**src/include/axis_sw_macros.svh**
```systemverilog
`ifndef AXIS_SW_MACROS_SVH
`define AXIS_SW_MACROS_SVH

// stream field widths
`define AXIS_DATA_W     32
`define AXIS_USER_W     2
`define AXIS_TID_W      2

// upstream sources: user project, axi-lite bridge, logic analyzer
`define AXIS_NUM_SRC    3

// return path fifo
`define RET_FIFO_DEPTH  16

// threshold register
`define TH_W            4
`define TH_RESET        6

`define AXIL_ADDR_W     15

`endif

```
**src/hdl/axis_sw_pkg.sv**
```systemverilog
`include "axis_sw_macros.svh"

package axis_sw_pkg;

    // stream id carried on the serializer side
    typedef logic [`AXIS_TID_W-1:0] axis_tid_t;

    // one beat, no routing information
    typedef struct packed {
        logic [`AXIS_DATA_W-1:0]   data;
        logic [`AXIS_DATA_W/8-1:0] strb;
        logic [`AXIS_DATA_W/8-1:0] keep;
        logic                      last;
        logic [`AXIS_USER_W-1:0]   user;
    } axis_beat_t;

    // beat as seen by the serializer
    typedef struct packed {
        axis_beat_t beat;
        axis_tid_t  tid;
    } axis_tagged_beat_t;

    // one bit per upstream source
    typedef logic [`AXIS_NUM_SRC-1:0] src_vec_t;
    typedef axis_beat_t [`AXIS_NUM_SRC-1:0] src_beats_t;

    typedef logic [`TH_W-1:0] th_t;

    // source ids
    localparam axis_tid_t TID_UP = 2'd0;
    localparam axis_tid_t TID_AA = 2'd1;
    localparam axis_tid_t TID_LA = 2'd2;

endpackage

```
**src/hdl/axis_sw_cfg_regs.sv**
```systemverilog
`include "axis_sw_macros.svh"

module axis_sw_cfg_regs
    import axis_sw_pkg::*;
(
    input  logic                    axis_clk,
    input  logic                    axi_reset_n,
    input  logic                    cc_as_enable,
    // write address / data
    input  logic                    axi_awvalid,
    input  logic [`AXIL_ADDR_W-1:0] axi_awaddr,
    output logic                    axi_awready,
    input  logic                    axi_wvalid,
    input  logic [31:0]             axi_wdata,
    input  logic [3:0]              axi_wstrb,
    output logic                    axi_wready,
    // read address / data
    input  logic                    axi_arvalid,
    output logic                    axi_arready,
    output logic                    axi_rvalid,
    output logic [31:0]             axi_rdata,
    input  logic                    axi_rready,
    // fifo threshold
    output th_t                     th
);

    logic wr_go;
    logic wr_hit;
    logic rd_go;

    ////////////////////////////////
    // write side
    ////////////////////////////////

    // address and data are taken together, only while enabled
    assign wr_go       = cc_as_enable && axi_awvalid && axi_wvalid;
    assign axi_awready = wr_go;
    assign axi_wready  = wr_go;

    // word offset 0, low byte lane
    assign wr_hit = (axi_awaddr[`AXIL_ADDR_W-1:2] == '0) && axi_wstrb[0];

    always_ff @(posedge axis_clk or negedge axi_reset_n) begin
        if (!axi_reset_n) begin
            th <= th_t'(`TH_RESET);
        end else if (wr_go && wr_hit) begin
            th <= axi_wdata[`TH_W-1:0];
        end
    end

    ////////////////////////////////
    // read side
    ////////////////////////////////

    // one response in flight at most
    assign axi_arready = !axi_rvalid;
    assign rd_go       = axi_arvalid && axi_arready;

    always_ff @(posedge axis_clk or negedge axi_reset_n) begin
        if (!axi_reset_n) begin
            axi_rvalid <= 1'b0;
        end else if (rd_go) begin
            axi_rvalid <= 1'b1;
        end else if (axi_rready) begin
            axi_rvalid <= 1'b0;
        end
    end

    // single register, address not decoded
    always_ff @(posedge axis_clk) begin
        if (rd_go) begin
            axi_rdata <= {{(32-`TH_W){1'b0}}, th};
        end
    end

endmodule

```
**src/hdl/axis_frame_arbiter.sv**
```systemverilog
`include "axis_sw_macros.svh"

module axis_frame_arbiter
    import axis_sw_pkg::*;
(
    input  logic              axis_clk,
    input  logic              axi_reset_n,
    // upstream sources, indexed by tid
    input  src_beats_t        src_in,
    input  src_vec_t          src_valid,
    output src_vec_t          src_ready,
    // toward the serializer
    output axis_tagged_beat_t is_out,
    output logic              is_out_valid,
    input  logic              is_out_ready
);

    localparam int NUM_SRC = `AXIS_NUM_SRC;

    axis_tid_t  base_ptr;
    axis_tid_t  base_next;
    src_vec_t   grant;
    src_vec_t   grant_pick;
    logic       frame_active;
    axis_tid_t  grant_tid;
    axis_beat_t sel_beat;
    logic       load_ok;
    logic       accept;

    // one-hot grant to source id
    function automatic axis_tid_t grant_to_tid(input src_vec_t g);
        case (g)
            3'b001:  grant_to_tid = TID_UP;
            3'b010:  grant_to_tid = TID_AA;
            default: grant_to_tid = TID_LA;
        endcase
    endfunction

    ////////////////////////////////
    // rotating priority
    ////////////////////////////////

    // search starts at base_ptr and wraps
    always_comb begin
        int unsigned idx;
        grant_pick = '0;
        for (int unsigned i = 0; i < NUM_SRC; i++) begin
            idx = base_ptr + i;
            if (idx >= NUM_SRC) begin
                idx = idx - NUM_SRC;
            end
            if (grant_pick == '0 && src_valid[idx]) begin
                grant_pick[idx] = 1'b1;
            end
        end
    end

    assign grant_tid = grant_to_tid(grant);
    assign base_next = (grant_tid == axis_tid_t'(NUM_SRC - 1)) ? '0 : grant_tid + 1'b1;

    ////////////////////////////////
    // source handshake
    ////////////////////////////////

    // output register free or draining this cycle
    assign load_ok   = !is_out_valid || is_out_ready;
    assign src_ready = grant & {NUM_SRC{load_ok}};
    assign accept    = |(src_ready & src_valid);
    assign sel_beat  = src_in[grant_tid];

    always_ff @(posedge axis_clk or negedge axi_reset_n) begin
        if (!axi_reset_n) begin
            base_ptr     <= '0;
            grant        <= '0;
            frame_active <= 1'b0;
        end else if (!frame_active) begin
            // idle cycle, arbitrate
            grant        <= grant_pick;
            frame_active <= |grant_pick;
        end else if (accept && sel_beat.last) begin
            // frame done, next search starts after this source
            grant        <= '0;
            frame_active <= 1'b0;
            base_ptr     <= base_next;
        end
    end

    ////////////////////////////////
    // output register
    ////////////////////////////////

    always_ff @(posedge axis_clk or negedge axi_reset_n) begin
        if (!axi_reset_n) begin
            is_out_valid <= 1'b0;
        end else if (accept) begin
            is_out_valid <= 1'b1;
        end else if (is_out_ready) begin
            is_out_valid <= 1'b0;
        end
    end

    // holds while stalled since accept needs load_ok
    always_ff @(posedge axis_clk) begin
        if (accept) begin
            is_out.beat <= sel_beat;
            is_out.tid  <= grant_tid;
        end
    end

endmodule

```
**src/hdl/axis_return_demux.sv**
```systemverilog
`include "axis_sw_macros.svh"

module axis_return_demux
    import axis_sw_pkg::*;
(
    input  logic              axis_clk,
    input  logic              axi_reset_n,
    input  th_t               th,
    // return stream from the serializer
    input  axis_tagged_beat_t is_in,
    input  logic              is_in_valid,
    output logic              is_in_ready,
    // user project
    output axis_beat_t        up_out,
    output logic              up_out_valid,
    input  logic              up_out_ready,
    // axi-lite bridge
    output axis_beat_t        aa_out,
    output logic              aa_out_valid,
    input  logic              aa_out_ready
);

    localparam int DEPTH = `RET_FIFO_DEPTH;
    localparam int AW    = $clog2(DEPTH);

    // leave room for the beat that may land while ready is still high
    localparam logic [AW:0] OCC_LIMIT = (AW + 1)'(DEPTH - 2);

    axis_tagged_beat_t mem [DEPTH];
    axis_tagged_beat_t head;

    logic [AW:0] wr_ptr;
    logic [AW:0] rd_ptr;
    logic [AW:0] occupancy;
    logic        empty;
    logic        push;
    logic        pop;
    logic        drop;

    ////////////////////////////////
    // fifo storage
    ////////////////////////////////

    assign push      = is_in_valid && is_in_ready;
    assign occupancy = wr_ptr - rd_ptr;
    assign empty     = (wr_ptr == rd_ptr);
    assign head      = mem[rd_ptr[AW-1:0]];

    always_ff @(posedge axis_clk) begin
        if (push) begin
            mem[wr_ptr[AW-1:0]] <= is_in;
        end
    end

    always_ff @(posedge axis_clk or negedge axi_reset_n) begin
        if (!axi_reset_n) begin
            wr_ptr      <= '0;
            rd_ptr      <= '0;
            is_in_ready <= 1'b0;
        end else begin
            if (push) begin
                wr_ptr <= wr_ptr + 1'b1;
            end
            if (pop) begin
                rd_ptr <= rd_ptr + 1'b1;
            end
            // throttle on last cycle's occupancy
            is_in_ready <= (occupancy <= {1'b0, th}) && (occupancy <= OCC_LIMIT);
        end
    end

    ////////////////////////////////
    // tid routing
    ////////////////////////////////

    // head blocks everything behind it
    assign up_out_valid = !empty && (head.tid == TID_UP);
    assign aa_out_valid = !empty && (head.tid == TID_AA);
    assign up_out       = head.beat;
    assign aa_out       = head.beat;

    // tid 2 and 3 have no destination on this path
    assign drop = !empty && (head.tid != TID_UP) && (head.tid != TID_AA);

    assign pop = (up_out_valid && up_out_ready) || (aa_out_valid && aa_out_ready) || drop;

endmodule

```
**src/hdl/axis_sw.sv**
```systemverilog
`include "axis_sw_macros.svh"

module axis_sw
    import axis_sw_pkg::*;
(
    input  logic                    axis_clk,
    input  logic                    axi_reset_n,
    // axi-lite config port
    input  logic                    cc_as_enable,
    input  logic                    axi_awvalid,
    input  logic [`AXIL_ADDR_W-1:0] axi_awaddr,
    output logic                    axi_awready,
    input  logic                    axi_wvalid,
    input  logic [31:0]             axi_wdata,
    input  logic [3:0]              axi_wstrb,
    output logic                    axi_wready,
    input  logic                    axi_arvalid,
    output logic                    axi_arready,
    output logic                    axi_rvalid,
    output logic [31:0]             axi_rdata,
    input  logic                    axi_rready,
    // upstream sources
    input  src_beats_t              src_in,
    input  src_vec_t                src_valid,
    output src_vec_t                src_ready,
    // to serializer
    output axis_tagged_beat_t       is_out,
    output logic                    is_out_valid,
    input  logic                    is_out_ready,
    // from serializer
    input  axis_tagged_beat_t       is_in,
    input  logic                    is_in_valid,
    output logic                    is_in_ready,
    // downstream destinations
    output axis_beat_t              up_out,
    output logic                    up_out_valid,
    input  logic                    up_out_ready,
    output axis_beat_t              aa_out,
    output logic                    aa_out_valid,
    input  logic                    aa_out_ready
);

    // return fifo threshold
    th_t th;

    axis_sw_cfg_regs u_cfg_regs (
        .axis_clk     (axis_clk),
        .axi_reset_n  (axi_reset_n),
        .cc_as_enable (cc_as_enable),
        .axi_awvalid  (axi_awvalid),
        .axi_awaddr   (axi_awaddr),
        .axi_awready  (axi_awready),
        .axi_wvalid   (axi_wvalid),
        .axi_wdata    (axi_wdata),
        .axi_wstrb    (axi_wstrb),
        .axi_wready   (axi_wready),
        .axi_arvalid  (axi_arvalid),
        .axi_arready  (axi_arready),
        .axi_rvalid   (axi_rvalid),
        .axi_rdata    (axi_rdata),
        .axi_rready   (axi_rready),
        .th           (th)
    );

    axis_frame_arbiter u_arbiter (
        .axis_clk     (axis_clk),
        .axi_reset_n  (axi_reset_n),
        .src_in       (src_in),
        .src_valid    (src_valid),
        .src_ready    (src_ready),
        .is_out       (is_out),
        .is_out_valid (is_out_valid),
        .is_out_ready (is_out_ready)
    );

    axis_return_demux u_demux (
        .axis_clk     (axis_clk),
        .axi_reset_n  (axi_reset_n),
        .th           (th),
        .is_in        (is_in),
        .is_in_valid  (is_in_valid),
        .is_in_ready  (is_in_ready),
        .up_out       (up_out),
        .up_out_valid (up_out_valid),
        .up_out_ready (up_out_ready),
        .aa_out       (aa_out),
        .aa_out_valid (aa_out_valid),
        .aa_out_ready (aa_out_ready)
    );

endmodule

```
**config.mk**
```make
export PLATFORM = sky130hd
export DESIGN_NAME = axis_sw
export DESIGN_NICKNAME = d
export VERILOG_FILES = /design/src/hdl/axis_sw_pkg.sv /design/src/hdl/axis_sw_cfg_regs.sv /design/src/hdl/axis_frame_arbiter.sv /design/src/hdl/axis_return_demux.sv /design/src/hdl/axis_sw.sv
export VERILOG_INCLUDE_DIRS = /design/src /design/src/include
export SDC_FILE = /design/constraint.sdc
export NUM_CORES = 1
export LEC_CHECK = 0
export BUFFER_PORTS_ARGS = -buffer_cell sky130_fd_sc_hd__clkbuf_2
export CAP_MARGIN = 30
export CORE_AREA = 2 2 285 287
export CTS_CLUSTER_DIAMETER = 60
export DETAILED_ROUTE_END_ITERATION = 12
export DIE_AREA = 0 0 287 289
export PLACE_DENSITY = 0.68
export SYNTH_ARGS = -nofsm -noshare
export SYNTH_HDL_FRONTEND = slang
export SYNTH_HIERARCHICAL = 1
export SYNTH_SLANG_ARGS = --single-unit
```
**constraint.sdc**
```tcl
create_clock -name axis_clk -period 8.4 [get_ports axis_clk]
set_input_delay 0.84 -clock axis_clk [delete_from_list [all_inputs] [get_ports axis_clk]]
set_output_delay 0.84 -clock axis_clk [all_outputs]
set_load 0.01 [all_outputs]
```
==> results.txt <==
top-area cell type share of the netlist area = 72.8%
initial antenna violation count = 7
startpoint types = flip-flop
slowest stage delay, CP = 0.68 ns
Final Wtd Congestion = 0.819
gr usage total = 17.3%
hold crit path type = in -> async
CP Cell Sequence = buf_4 > buf_16 > buf_4 > mux4_2 > mux4_2 > clkbuf_2
Main synth FF type = edfxtp_1
Final min period = 4.75 ns
CP top delay family = buffers and inverters
RSZ-0062 raised after global routing = false
Final Non-Filler Cells = 2957
WP data required = 7.56 ns
Clock Sink Count = 792
Setup violations, final = 0
dominant cells by area after synthesis = edfxtp_1, mux4_2, buf_4
number of global-route vias before repair = 16200
Vias = 15700
Yosys warnings = 6
fin. max-slew vios = 0
Slowest-stage cell, CP = dfrtp_4
root buffer cell = clkbuf_16
I/O pin count = 413
asr flop ratio synth = 2.90%
Crit Reg-Reg Endpoint = u_demux/is_in_ready$_DFF_PN0_
Post-Place Cell Area = 34500 um^2
first-pass GRT wire length = 105000 um
Post-CTS Hold Buffers = 0
n_diodes = 0
First DRT Iteration DRCs = 1164
Vias/cell = 5.30
placed cell count = 2796
switching power = 3.82 mW
Post-Syn Area = 31700 um^2
PnR Total Power = 12.5 mW
Initial Util = 39.7%
CTS tree = yes
clk_lat worst skew = 0.66 ns
launch point of the worst reg-to-reg path = u_demux/rd_ptr[2]$_DFFE_PN0P_
Commonest cells post-synth = edfxtp_1, mux4_2, buf_4, nand2_1, mux2i_1
DR pass1 iterations = 5
core box area = 79900 um^2
Die Width = 287 um
clock slew at reported path FFs = 0.06 ns
IO Port Bufs = 351
Leak = 12.7 nW
Final ANT Viol Nets = 0
Reg2Reg Setup Slack = 5.51 ns
Fin Setup TNS = 0 ns
grt total ovfl = 0
worst clock skew = 0.0342 ns
fmax = 211 MHz
crit end category = primary output
area leader, netlist = edfxtp_1
Hold Slack = 0.217 ns
number of synthesized flops with an enable pin = 769
Max-Cap Viols = 0
Crit path buffers/inverters = 4
endpoints failing hold = 0
most frequent cell after synthesis = edfxtp_1
PostCTS Resize Cnt = 0
Die Area = 82900 um^2
wire per inst = 24.6 um
WP data arrival = 3.91 ns
PD cells = 332 nW/um^2
DRC errors left = 0
# H-tree levels = 3
Syn Area/Cell = 21.6 um^2
slew margin rel. = 31.0%
row count = 104
Syn Inst Count = 1466
worst-path maximum fanout = 43
Post-CTS Setup Bufs = 0
Final Net Count = 2081
die span in y = 289 um
CTS max path bufs = 3
DRT Wirelength = 72800 um
Int Pwr = 8.63 mW
Finished Cell Area = 37500 um^2
Distinct cells, synth = 62
Clk pwr share = 30.8%
flops & latches, synth = 792
worst slew pin tran = 1.04 ns
share of layout cells above drive strength 1 = 41.8%
Inserted Clock Buffers = 85
Crit Path Class = reg -> out
pin count of the biggest net entering global routing = 84
VDD IR max = 0.240 mV
sequential share of power = 37.7%
Net Sw Frac = 30.7%
Worst Reg2Reg Path Length in Cells = 9
sequential area share after synthesis = 74.6%
period utilisation layout = 56.5%
DP Wirelength = 40000 um
status = completed
area grow syn2layout = 18.3%
Gate power share = 31.4%
[layout make-up]
| type | count | area, um^2 |
|---|---|---|
| clock buffer | 93 | 2190 |
| sequential | 792 | 23700 |
| timing repair buffer | 387 | 2170 |
| fill | 6505 | 42400 |
| tap | 1060 | 1330 |
| inverter | 19 | 72.6 |
| multi-input combinational | 540 | 7310 |
| clock inverter | 66 | 769 |
[layer usage]
metal	global-route usage [%]	part of all wire, %	vias to the layer above
li1	-	-	6703
met1	21.2	38	8152
met2	30.7	52	663
met3	3.35	7.2	138
met4	5.96	2.8	14
met5	0	0.13	-
[power by group through the flow]
stage,sequential (mW),combinational [mW],clock [mW]
CTS,4.77,3.91,3.92
floorplan,4.75,2.96,0
detailed placement,4.85,3.89,0
global route,4.72,4.22,4.08
finish,4.70,3.91,3.84
global placement,4.84,3.80,0
[flip-flops by register name, indices dropped and copies added (netlist names), 2 cells and up]
signal,flops
u_arbiter/is_out,45
u_cfg_regs/axi_rdata,4
u_demux/rd_ptr,5
u_cfg_regs/th,4
u_arbiter/grant,3
u_demux/wr_ptr,5
u_arbiter/base_ptr,2
u_demux/mem,720
[metrics by stage]
step | setup WS (ns) | utilization (%)
after floorplan | 3.77 | -
after global placement | 3.89 | 43.0
after detailed placement | 3.84 | 43.2
after CTS | 3.15 | 46.9
after global routing | 3.37 | 47.0
final | 3.65 | 47.0
[cell usage in the layout, fill, tap and decap left out, types with 5 or more instances in the layout]
| cell type | instances |
|---|---|
| nor2_4 | 10 |
| clkinvlp_4 | 6 |
| xnor2_1 | 6 |
| clkbuf_1 | 6 |
| buf_4 | 29 |
| mux2i_1 | 47 |
| ha_1 | 16 |
| clkinv_2 | 21 |
| nor3_2 | 7 |
| nand3_1 | 9 |
| clkinv_1 | 14 |
| clkinv_16 | 5 |
| dfrtp_1 | 18 |
| o21ai_0 | 35 |
| xor2_1 | 7 |
| clkbuf_2 | 351 |
| mux4_2 | 221 |
| a21oi_1 | 7 |
| conb_1 | 28 |
| edfxtp_1 | 769 |
| nor2_1 | 7 |
| nand2_1 | 53 |
| clkbuf_16 | 86 |
| bufinv_16 | 10 |
| nand2b_1 | 8 |
| mux2_2 | 5 |
| buf_16 | 7 |
| inv_6 | 6 |
| o21ai_1 | 11 |
| inv_1 | 18 |
[worst max-delay path by stage]
stage / from / slack (ns) / end / cells after the start
after floorplan: is_in_valid / 3.77 / u_demux/mem[0][0]$_DFFE_PP_ / 2
after global placement: u_demux/rd_ptr[0]$_DFFE_PN0P_ / 3.89 / aa_out[32] / 5
after detailed placement: u_demux/rd_ptr[0]$_DFFE_PN0P_ / 3.84 / up_out[29] / 5
after CTS: u_demux/rd_ptr[0]$_DFFE_PN0P_ / 3.15 / up_out[32] / 5
after global routing: u_demux/rd_ptr[0]$_DFFE_PN0P_ / 3.37 / aa_out[29] / 6
final: u_demux/rd_ptr[0]$_DFFE_PN0P_ / 3.65 / up_out[29] / 6
[cell families after synthesis]
logic type               Yosys count  share of synthesized area [%]
AO/OA/AOI/OAI                     83                           1.76
buffers and inverters            161                           3.01
XOR/XNOR                          13                          0.359
adder cells (fa/ha/maj)           17                          0.694
flip-flops                       792                           74.6
multiplexers                     278                           17.7
other                              1                         0.0118
AND/OR/NAND/NOR                  121                           1.88
No activity file was read; power rests on OpenSTA's default activity.
